## src/hdl/cache_pkg.sv

```systemverilog
// L1 data cache shared definitions
// geometry, address split, processor and memory bus structs,
// store command and lookup records, controller state encoding
package cache_pkg;

    // geometry with associativity fixed at two
    localparam int WORD_BITS   = 32;
    localparam int N_WAYS      = 2;
    localparam int N_SETS      = 8;
    localparam int BLOCK_WORDS = 2;
    localparam int SET_BITS    = 3;
    localparam int BLOCK_BITS  = 1;
    localparam int TAG_BITS    = WORD_BITS - SET_BITS - BLOCK_BITS - 2;
    localparam int BYTE_LANES  = 4;

    typedef logic [WORD_BITS-1:0] word_t;

    // byte address as seen by the cache
    typedef struct packed {
        logic [TAG_BITS-1:0]   tag;
        logic [SET_BITS-1:0]   set;
        logic [BLOCK_BITS-1:0] blk;      // word within block
        logic [1:0]            byte_off;
    } cache_addr_t;

    // processor request held until busy drops
    typedef struct packed {
        logic                  ren;
        logic                  wen;
        word_t                 addr;
        word_t                 wdata;
        logic [BYTE_LANES-1:0] byte_en;  // lanes in place, not shifted
    } cpu_req_t;

    typedef struct packed {
        logic  busy;
        word_t rdata;
    } cpu_rsp_t;

    // memory takes one word per non-busy cycle
    typedef struct packed {
        logic  ren;
        logic  wen;
        word_t addr;
        word_t wdata;
    } mem_req_t;

    typedef struct packed {
        logic  busy;
        word_t rdata;
    } mem_rsp_t;

    typedef enum logic [2:0] {
        NONE,
        WRITE_HIT,    // byte merge into hit word
        FILL_WORD,    // one refill beat
        FILL_DONE,    // last refill beat, frame becomes valid
        CLEAN_FRAME   // frame written back
    } store_op_e;

    typedef enum logic [2:0] {
        IDLE,
        WRITEBACK,
        FETCH,
        FLUSH_SCAN,
        FLUSH_WRITE
    } ctrl_state_e;

    // store answer for the current request address
    typedef struct packed {
        logic                hit;
        logic                hit_way;
        word_t               hit_word;
        logic                victim_way;
        logic                victim_dirty;
        logic [TAG_BITS-1:0] victim_tag;
    } lookup_t;

    // frame under the controller's scan pointer
    typedef struct packed {
        logic                valid;
        logic                dirty;
        logic [TAG_BITS-1:0] tag;
        word_t               word;
    } scan_t;

    typedef struct packed {
        store_op_e             op;
        logic                  way;
        logic [SET_BITS-1:0]   set;
        logic [BLOCK_BITS-1:0] word;
        word_t                 data;
    } store_cmd_t;

endpackage

```

## src/hdl/cache_store.sv

```systemverilog
// cache_store: tag, data, valid, dirty and LRU arrays of the L1 data cache
// does both-way tag compare, victim pick and byte-enable merge,
// applies the controller's update command on the next edge
`timescale 1ns/1ns

module cache_store (
    input  logic                              CLK,
    input  logic                              nRST,
    input  cache_pkg::cpu_req_t               req,
    input  cache_pkg::store_cmd_t             cmd,
    input  logic [cache_pkg::SET_BITS-1:0]    scan_set,
    input  logic                              scan_way,
    input  logic [cache_pkg::BLOCK_BITS-1:0]  scan_word,
    output cache_pkg::lookup_t                look,
    output cache_pkg::scan_t                  scan
);
    import cache_pkg::*;

    // frame storage
    word_t               data_q  [N_SETS][N_WAYS][BLOCK_WORDS];
    logic [TAG_BITS-1:0] tag_q   [N_SETS][N_WAYS];
    logic [N_WAYS-1:0]   valid_q [N_SETS];
    logic [N_WAYS-1:0]   dirty_q [N_SETS];
    logic [N_SETS-1:0]   lru_q;          // way most recently used, per set

    cache_addr_t       addr;
    logic [N_WAYS-1:0] way_hit;
    logic              hit_way;
    logic              victim_way;
    word_t             merged;

    assign addr = req.addr;

    // tag compare on both ways of the addressed set
    always_comb begin
        hit_way = 1'b0;
        for (int w = 0; w < N_WAYS; w++) begin
            way_hit[w] = valid_q[addr.set][w] && (tag_q[addr.set][w] == addr.tag);
            if (way_hit[w]) begin
                hit_way = 1'(w);
            end
        end
    end

    assign victim_way = ~lru_q[addr.set];    // the way not used last

    always_comb begin
        look.hit          = |way_hit;
        look.hit_way      = hit_way;
        look.hit_word     = data_q[addr.set][hit_way][addr.blk];
        look.victim_way   = victim_way;
        look.victim_dirty = valid_q[addr.set][victim_way] & dirty_q[addr.set][victim_way];
        look.victim_tag   = tag_q[addr.set][victim_way];
    end

    // byte lanes from wdata where enabled, else keep the stored word
    always_comb begin
        for (int b = 0; b < BYTE_LANES; b++) begin
            merged[8*b +: 8] = req.byte_en[b] ? req.wdata[8*b +: 8] : look.hit_word[8*b +: 8];
        end
    end

    // flush scan and write-back read port
    always_comb begin
        scan.valid = valid_q[scan_set][scan_way];
        scan.dirty = dirty_q[scan_set][scan_way];
        scan.tag   = tag_q[scan_set][scan_way];
        scan.word  = data_q[scan_set][scan_way][scan_word];
    end

    // data and tag arrays
    always_ff @(posedge CLK) begin
        case (cmd.op)
            WRITE_HIT: begin
                data_q[cmd.set][cmd.way][cmd.word] <= merged;
            end
            FILL_WORD: begin
                data_q[cmd.set][cmd.way][cmd.word] <= cmd.data;
            end
            FILL_DONE: begin
                data_q[cmd.set][cmd.way][cmd.word] <= cmd.data;  // final beat
                tag_q[cmd.set][cmd.way]            <= addr.tag;  // request still held
            end
            default: begin
            end
        endcase
    end

    // frame state and replacement bits
    always_ff @(posedge CLK, negedge nRST) begin
        if (!nRST) begin
            for (int s = 0; s < N_SETS; s++) begin
                valid_q[s] <= '0;
                dirty_q[s] <= '0;
            end
            lru_q <= '0;
        end else begin
            // read hit touches LRU without a command
            if (req.ren && look.hit) begin
                lru_q[addr.set] <= hit_way;
            end
            case (cmd.op)
                WRITE_HIT: begin
                    dirty_q[cmd.set][cmd.way] <= 1'b1;
                    lru_q[cmd.set]            <= cmd.way;
                end
                FILL_DONE: begin
                    valid_q[cmd.set][cmd.way] <= 1'b1;
                    dirty_q[cmd.set][cmd.way] <= 1'b0;
                end
                CLEAN_FRAME: begin
                    dirty_q[cmd.set][cmd.way] <= 1'b0;
                end
                default: begin
                end
            endcase
        end
    end

    // a refill never lands on a tag already present in the other way
    a_single_hit: assert property (@(posedge CLK) disable iff (!nRST)
        (req.ren || req.wen) |-> $onehot0(way_hit));

endmodule

```

## src/hdl/cache_ctrl.sv

```systemverilog
// cache_ctrl: miss, write-back and flush FSM of the L1 data cache
// answers hits in IDLE, refills on a miss after writing back a dirty
// victim, scans every (set, way) pair on flush and drives the memory bus
`timescale 1ns/1ns

module cache_ctrl (
    input  logic                              CLK,
    input  logic                              nRST,
    input  cache_pkg::cpu_req_t               req,
    input  logic                              flush,
    input  cache_pkg::lookup_t                look,
    input  cache_pkg::scan_t                  scan,
    input  cache_pkg::mem_rsp_t               mem_rsp,
    output cache_pkg::cpu_rsp_t               rsp,
    output cache_pkg::mem_req_t               mem_req,
    output cache_pkg::store_cmd_t             cmd,
    output logic [cache_pkg::SET_BITS-1:0]    scan_set,
    output logic                              scan_way,
    output logic [cache_pkg::BLOCK_BITS-1:0]  scan_word,
    output logic                              flush_done
);
    import cache_pkg::*;

    ctrl_state_e           state_q, state_n;
    logic [BLOCK_BITS-1:0] word_q, word_n;   // beat within block
    logic [SET_BITS-1:0]   set_q, set_n;     // scan set, or miss set
    logic                  way_q, way_n;     // scan way, or victim way
    word_t                 base_q, base_n;   // block base for miss traffic
    logic                  done_q, done_n;

    cache_addr_t addr;
    logic        req_any;
    logic        last_word;
    logic        last_frame;
    logic        beat;

    assign addr       = req.addr;
    assign req_any    = req.ren | req.wen;
    assign last_word  = (word_q == BLOCK_BITS'(BLOCK_WORDS - 1));
    assign last_frame = (set_q == SET_BITS'(N_SETS - 1)) && (way_q == 1'(N_WAYS - 1));
    assign beat       = ~mem_rsp.busy;                 // memory took a word

    // store read pointer follows the counters
    assign scan_set   = set_q;
    assign scan_way   = way_q;
    assign scan_word  = word_q;
    assign flush_done = done_q;                        // first IDLE cycle after scan

    always_ff @(posedge CLK, negedge nRST) begin
        if (!nRST) begin
            state_q <= IDLE;
            word_q  <= '0;
            set_q   <= '0;
            way_q   <= 1'b0;
            done_q  <= 1'b0;
        end else begin
            state_q <= state_n;
            word_q  <= word_n;
            set_q   <= set_n;
            way_q   <= way_n;
            done_q  <= done_n;
        end
    end

    always_ff @(posedge CLK) begin
        base_q <= base_n;
    end

    always_comb begin
        state_n = state_q;
        word_n  = word_q;
        set_n   = set_q;
        way_n   = way_q;
        base_n  = base_q;
        done_n  = 1'b0;

        rsp.busy  = 1'b1;
        rsp.rdata = look.hit_word;

        mem_req       = '0;
        mem_req.addr  = {base_q[WORD_BITS-1:BLOCK_BITS+2], word_q, 2'b00};
        mem_req.wdata = scan.word;                      // victim or flushed frame

        cmd.op   = NONE;
        cmd.way  = way_q;
        cmd.set  = set_q;
        cmd.word = word_q;
        cmd.data = mem_rsp.rdata;

        case (state_q)
            IDLE: begin
                if (req_any) begin
                    if (look.hit) begin
                        rsp.busy = 1'b0;                // zero-wait hit
                        if (req.wen) begin
                            cmd.op   = WRITE_HIT;
                            cmd.way  = look.hit_way;
                            cmd.set  = addr.set;
                            cmd.word = addr.blk;
                        end
                    end else begin
                        set_n  = addr.set;              // pin the victim frame
                        way_n  = look.victim_way;
                        word_n = '0;
                        if (look.victim_dirty) begin
                            base_n  = {look.victim_tag, addr.set, BLOCK_BITS'(0), 2'b00};
                            state_n = WRITEBACK;
                        end else begin
                            base_n  = {addr.tag, addr.set, BLOCK_BITS'(0), 2'b00};
                            state_n = FETCH;
                        end
                    end
                end else if (flush && !done_q) begin   // no restart on the done cycle
                    set_n   = '0;
                    way_n   = 1'b0;
                    word_n  = '0;
                    state_n = FLUSH_SCAN;
                end
            end
            WRITEBACK: begin
                mem_req.wen = 1'b1;
                if (beat) begin
                    if (last_word) begin
                        cmd.op  = CLEAN_FRAME;
                        word_n  = '0;
                        base_n  = {addr.tag, addr.set, BLOCK_BITS'(0), 2'b00};
                        state_n = FETCH;
                    end else begin
                        word_n = word_q + 1'b1;
                    end
                end
            end
            FETCH: begin
                mem_req.ren = 1'b1;
                if (beat) begin
                    if (last_word) begin
                        cmd.op  = FILL_DONE;            // held request hits next cycle
                        word_n  = '0;
                        state_n = IDLE;
                    end else begin
                        cmd.op = FILL_WORD;
                        word_n = word_q + 1'b1;
                    end
                end
            end
            FLUSH_SCAN: begin
                if (scan.valid && scan.dirty) begin
                    state_n = FLUSH_WRITE;
                end else if (last_frame) begin
                    set_n   = '0;
                    way_n   = 1'b0;
                    done_n  = 1'b1;
                    state_n = IDLE;
                end else begin
                    {set_n, way_n} = {set_q, way_q} + 1'b1;   // way first, then set
                end
            end
            FLUSH_WRITE: begin
                mem_req.wen  = 1'b1;
                mem_req.addr = {scan.tag, set_q, word_q, 2'b00};
                if (beat) begin
                    if (last_word) begin
                        cmd.op  = CLEAN_FRAME;
                        word_n  = '0;
                        state_n = FLUSH_SCAN;            // rescan, now clean, then move on
                    end else begin
                        word_n = word_q + 1'b1;
                    end
                end
            end
            default: begin
                state_n = IDLE;
            end
        endcase
    end

    a_mem_excl: assert property (@(posedge CLK) disable iff (!nRST)
        !(mem_req.ren && mem_req.wen));

    // stalled beat keeps its address until accepted
    a_addr_hold: assert property (@(posedge CLK) disable iff (!nRST)
        ((mem_req.ren || mem_req.wen) && mem_rsp.busy) |=> $stable(mem_req.addr));

    a_done_pulse: assert property (@(posedge CLK) disable iff (!nRST)
        flush_done |=> !flush_done);

endmodule

```

## src/hdl/l1_cache.sv

```systemverilog
// l1_cache: two-way set-associative write-back L1 data cache
// store arrays plus miss and flush controller between the
// processor bus and the memory bus
`timescale 1ns/1ns

module l1_cache (
    input  logic                  CLK,
    input  logic                  nRST,
    input  cache_pkg::cpu_req_t   cpu_req,
    input  logic                  flush,
    output cache_pkg::cpu_rsp_t   cpu_rsp,
    output logic                  flush_done,
    output cache_pkg::mem_req_t   mem_req,
    input  cache_pkg::mem_rsp_t   mem_rsp
);
    import cache_pkg::*;

    lookup_t               look;       // hit and victim info for cpu_req
    scan_t                 scan;       // frame under the scan pointer
    store_cmd_t            cmd;        // array update, next edge
    logic [SET_BITS-1:0]   scan_set;
    logic                  scan_way;
    logic [BLOCK_BITS-1:0] scan_word;

    cache_store u_store (
        .CLK       (CLK),
        .nRST      (nRST),
        .req       (cpu_req),
        .cmd       (cmd),
        .scan_set  (scan_set),
        .scan_way  (scan_way),
        .scan_word (scan_word),
        .look      (look),
        .scan      (scan)
    );

    cache_ctrl u_ctrl (
        .CLK        (CLK),
        .nRST       (nRST),
        .req        (cpu_req),
        .flush      (flush),
        .look       (look),
        .scan       (scan),
        .mem_rsp    (mem_rsp),
        .rsp        (cpu_rsp),
        .mem_req    (mem_req),
        .cmd        (cmd),
        .scan_set   (scan_set),
        .scan_way   (scan_way),
        .scan_word  (scan_word),
        .flush_done (flush_done)
    );

endmodule

```

## config.mk

```make
export PLATFORM = sky130hd
export DESIGN_NAME = l1_cache
export DESIGN_NICKNAME = d
export VERILOG_FILES = /design/src/hdl/cache_pkg.sv /design/src/hdl/cache_store.sv /design/src/hdl/cache_ctrl.sv /design/src/hdl/l1_cache.sv
export SDC_FILE = /design/constraint.sdc
export NUM_CORES = 2
export LEC_CHECK = 0
export BUFFER_PORTS_ARGS = -buffer_cell sky130_fd_sc_hd__clkbuf_2
export CAP_MARGIN = 0
export CORE_MARGIN = 5
export CORE_UTILIZATION = 55
export DETAILED_ROUTE_END_ITERATION = 8
export PLACE_DENSITY = 0.71
export SLEW_MARGIN = 20
export SYNTH_ARGS = -nofsm -noshare
export SYNTH_HDL_FRONTEND = slang
export SYNTH_HIERARCHICAL = 1
export SYNTH_SLANG_ARGS = --single-unit
```

## constraint.sdc

```tcl
create_clock -name CLK -period 6.8 [get_ports CLK]
set_input_delay 0.34 -clock CLK [delete_from_list [all_inputs] [get_ports CLK]]
set_output_delay 0.34 -clock CLK [all_outputs]
set_load 0.02 [all_outputs]
```

==> out/qor.txt <==
Standard-cell row count = 134
Max-slew violation total from the final report = 0
Number of instances resized during post-cts repair = 0
XOR/XNOR share of the synthesized area = 0.460%
Clock Skew = 0.0748 ns
Hold violation count in the final report = 0
Detailed Place HPWL = 143,000 µm
Final routed wire length divided by cell count = 36.6 µm
Number of fillers in the final layout = 9,476
Count of warnings emitted by yosys = 6
Area growth, synth to finish = 12.0%
Most frequently used flop master after synthesis = edfxtp_1
Gate count after technology mapping = 4,637
Main combinational cell family by area after synthesis = multiplexers
Yosys reg bits = 1,518
Footprint of the multi-input gates = 27,000 µm²
Sequential-to-total area share from yosys stat = 61.1%
Endpoint of the worst register-to-register path = u_store/data_q[6][19]
Setup total negative slack = 0 ns
Number of H-tree levels = 4
Drt first-iter violations = 7,438
Weighted congestion at the end of routability-driven global placement = 0.889
All-Layer GR Usage = 34.2%
Largest fanout on the critical path = 43
Global-route wire length before repair = 347,000 µm
RR Startpoint = u_store/tag_q[0][51]
Clock Latency Late Sink = 0.83 ns
RSZ-0062 raised after global routing = false
I/O pins = 206
Required @ worst endpoint = 7.24 ns
Leakage Power = 26.9 nW
Nets = 4,893
Pin count of the biggest net entering global routing = 143
Share of cells above drive strength 1 = 30.1%
Vert. Die Dim = 377 µm
Worst min-delay path class = in -> reg
Number of flops mapped to enable cells by yosys = 1,469
Final total power = 28.7 mW
Chip width = 377 µm
Count of final setup violators = 0
Total clock buffers created by CTS = 156
Arrival time at the worst endpoint = 7.01 ns
WS Path Type = in -> reg
Area share of and/or/nand/nor cells after synthesis = 4.58%
Root Driver = clkbuf_16
Number of vias after detailed routing = 48,900
Sequential Area = 45,400 µm²
Effective utilization at floorplan = 55.5%
IR drop worst, VDD = 312 µV
Flop2flop setup slack = 0.59 ns
Dominant cell by count in the synthesized netlist = edfxtp_1
Mux cell area share after synthesis = 22.6%
Portion of synthesized cell area occupied by the leading cell type = 59.4%
Worst-case clock buffer depth = 3
Highest Clock Rate = 0.152 GHz
Synthesized-area fraction occupied by ao, oa, aoi and oai cells = 8.02%
TritonRoute pass-1 iters = 8
Type of origin of the critical path = primary input
Worst hold margin = 0.0586 ns
Buffer count from post-CTS setup fixing = 0
Total wire length = 245,000 µm
ANT nets after route = 0
Relative slew slack = 22.9%
Post-synth design cell area = 74,200 µm²
Number of max-cap violations = 0
Share of synthesized flip-flops with an asynchronous set or reset = 3.23%
Number of I/O port buffers = 201
Overflow left after global routing = 0
Time the worst path needs with I/O delays and setup = 6.57 ns
Transition time at the pin with the least slew margin = 1.15 ns
Fraction of the mapped netlist area in adder cells = 0.0169%
Worst setup path end = u_store/data_q[6][19]
Leading cell types by count after synthesis = edfxtp_1 (1,469), mux4_2 (539), nor2_1 (302)
Largest area contributor in the synthesized netlist = edfxtp_1
Part of the cycle the worst path needs = 96.6%
Clock-pin slew of the registers on the worst-case setup and hold paths = 0.06 ns
Die area = 142,000 µm²
Core outline area = 134,000 µm²
Area contributors post-synth = edfxtp_1 (59%), mux4_2 (16%), mux2i_1 (3.4%)
Average via count per standard cell = 7.32
Via count of the first global-routing pass = 48,600
R2r worst-path depth = 15
Clock tree from TritonCTS = done
Cell area power density = 345 nW/µm²
Result of the run = complete, no violations
Clock sinks = 1,518
Number of distinct library cells after synthesis = 79
DRC violations left = 0
Critical path launch point = cpu_req[40]
Number of antenna violations at the first check in global routing = 9
Endpoint class of the critical path = flip-flop
Synth Area per Inst = 16.0 µm²
-- through the flow --
stage	cell area, µm²	cells	worst slack (ns)	util, %
2_1_floorplan	74200	4638	0.878	-
3_3_place_gp	77800	6360	-0.0695	58.2
3_5_place_dp	77800	6360	-0.144	58.2
4_1_cts	83100	6677	0.287	62.1
5_1_grt	83100	6678	0.0531	62.1
6_report	83100	6683	0.232	62.1
-- how the worst min path moves through the flow --
stage	end	start	cells after the start
3_5_place_dp	u_store/valid_q[9]	u_store/valid_q[9]	1
5_1_grt	u_ctrl/base_q[5]	cpu_req[41]	1
6_report	u_ctrl/base_q[5]	cpu_req[41]	1
3_3_place_gp	u_store/valid_q[4]	u_store/valid_q[4]	1
4_1_cts	u_store/data_q[3][2]	mem_rsp[2]	4
2_1_floorplan	u_ctrl/flush_done	nRST	0
-- registers in the layout, indices dropped and copies added, names as in the netlist, named ones only --
signal / count
u_ctrl/base_q: 29
u_store/valid_q: 16
u_ctrl/state_q: 3
u_ctrl/scan_word: 1
u_ctrl/scan_set: 3
u_store/lru_q: 8
u_store/data_q: 1024
u_ctrl/flush_done: 1
u_store/tag_q: 416
u_ctrl/scan_way: 1
-- cell usage in the layout, fill, tap and decap left out, types with 12 or more instances in the layout --
master and n:
dfrtp_1 44, a21oi_1 222, dlygate4sd3_1 36, o21ai_0 115
nand4_1 22, nor2b_1 33, nor3_1 28, o211ai_1 16
or2_2 29, mux2_2 180, nor2_4 54, o22ai_1 30
mux4_2 539, a31oi_1 32, clkbuf_2 197, clkbuf_1 32
edfxtp_1 1469, buf_12 49, buf_4 165, a211oi_1 12
o21ai_1 17, xnor2_1 28, clkinv_1 30, mux2i_1 254
a22oi_1 98, o31ai_1 82, nand3_1 26, nor2_1 247
clkbuf_16 157, a221o_1 16, clkinv_2 29, nand2_1 241
a22o_1 70, a221oi_1 97
-- routing by layer --
layer | vias to the layer above | part of all wire [%] | wire (µm) | GRT usage (%)
met5 | - | 0.022 | 53 | 0
met1 | 24600 | 34 | 82100 | 44.1
met4 | 10 | 6.1 | 15000 | 18.3
met3 | 885 | 14 | 34400 | 9.76
li1 | 19200 | - | - | -
met2 | 4180 | 46 | 113000 | 53.3
-- final cells by class --
type	instances	share of cell area (%)
multi-input cells	2650	32.4
repair buffers	450	4.34
well taps	1768	2.66
clock buffers	190	4.89
diodes	6	0.0181
inverters	10	0.0482
clock inverters	91	1.05
flip-flops and latches	1518	54.6
-- critical path: stages --
cell	delay, ns
dlygate4sd3_1	0.57
buf_8	0.42
buf_12	0.33
mux4_2	0.56
nor2_1	0.11
a221oi_1	0.10
xnor2_1	0.28
o2111ai_1	0.32
nor3_1	0.56
a41oi_2	0.55
inv_1	0.29
nand3_1	0.35
mux2_2	0.50
nand2b_1	0.23
nor2_1	0.15
nand2_1	0.43
nor2_4	0.23
buf_4	0.60
-- power breakdown --
| part | leakage, nW | switching (mW) | internal, mW | total, mW |
|---|---|---|---|---|
| clock | 2.39 | 3.67 | 4.64 | 8.30 |
| sequential | 13.9 | 0.401 | 11.1 | 11.5 |
| combinational | 10.7 | 5.01 | 3.91 | 8.92 |
| total | 26.9 | 9.08 | 19.6 | 28.7 |
-- repair_timing --
item | 4_1_cts | 5_1_grt
endpoints found under the setup margin | 0 | 0
endpoints found under the hold margin | 533 | 0
hold buffers | 36 | 0
-- logic make-up (layout without fill, tap and decap cells) --
logic type	Yosys count	count (layout)
DFF	1518	1518
muxes	977	977
AOI/OAI and AO/OA	875	875
and+or+nand+nor	756	756
buffers and inverters	470	741
xor gates and xnor gates	39	39
adders and majority gates	1	1
other	1	8
Power figures use the tool's default switching activity.
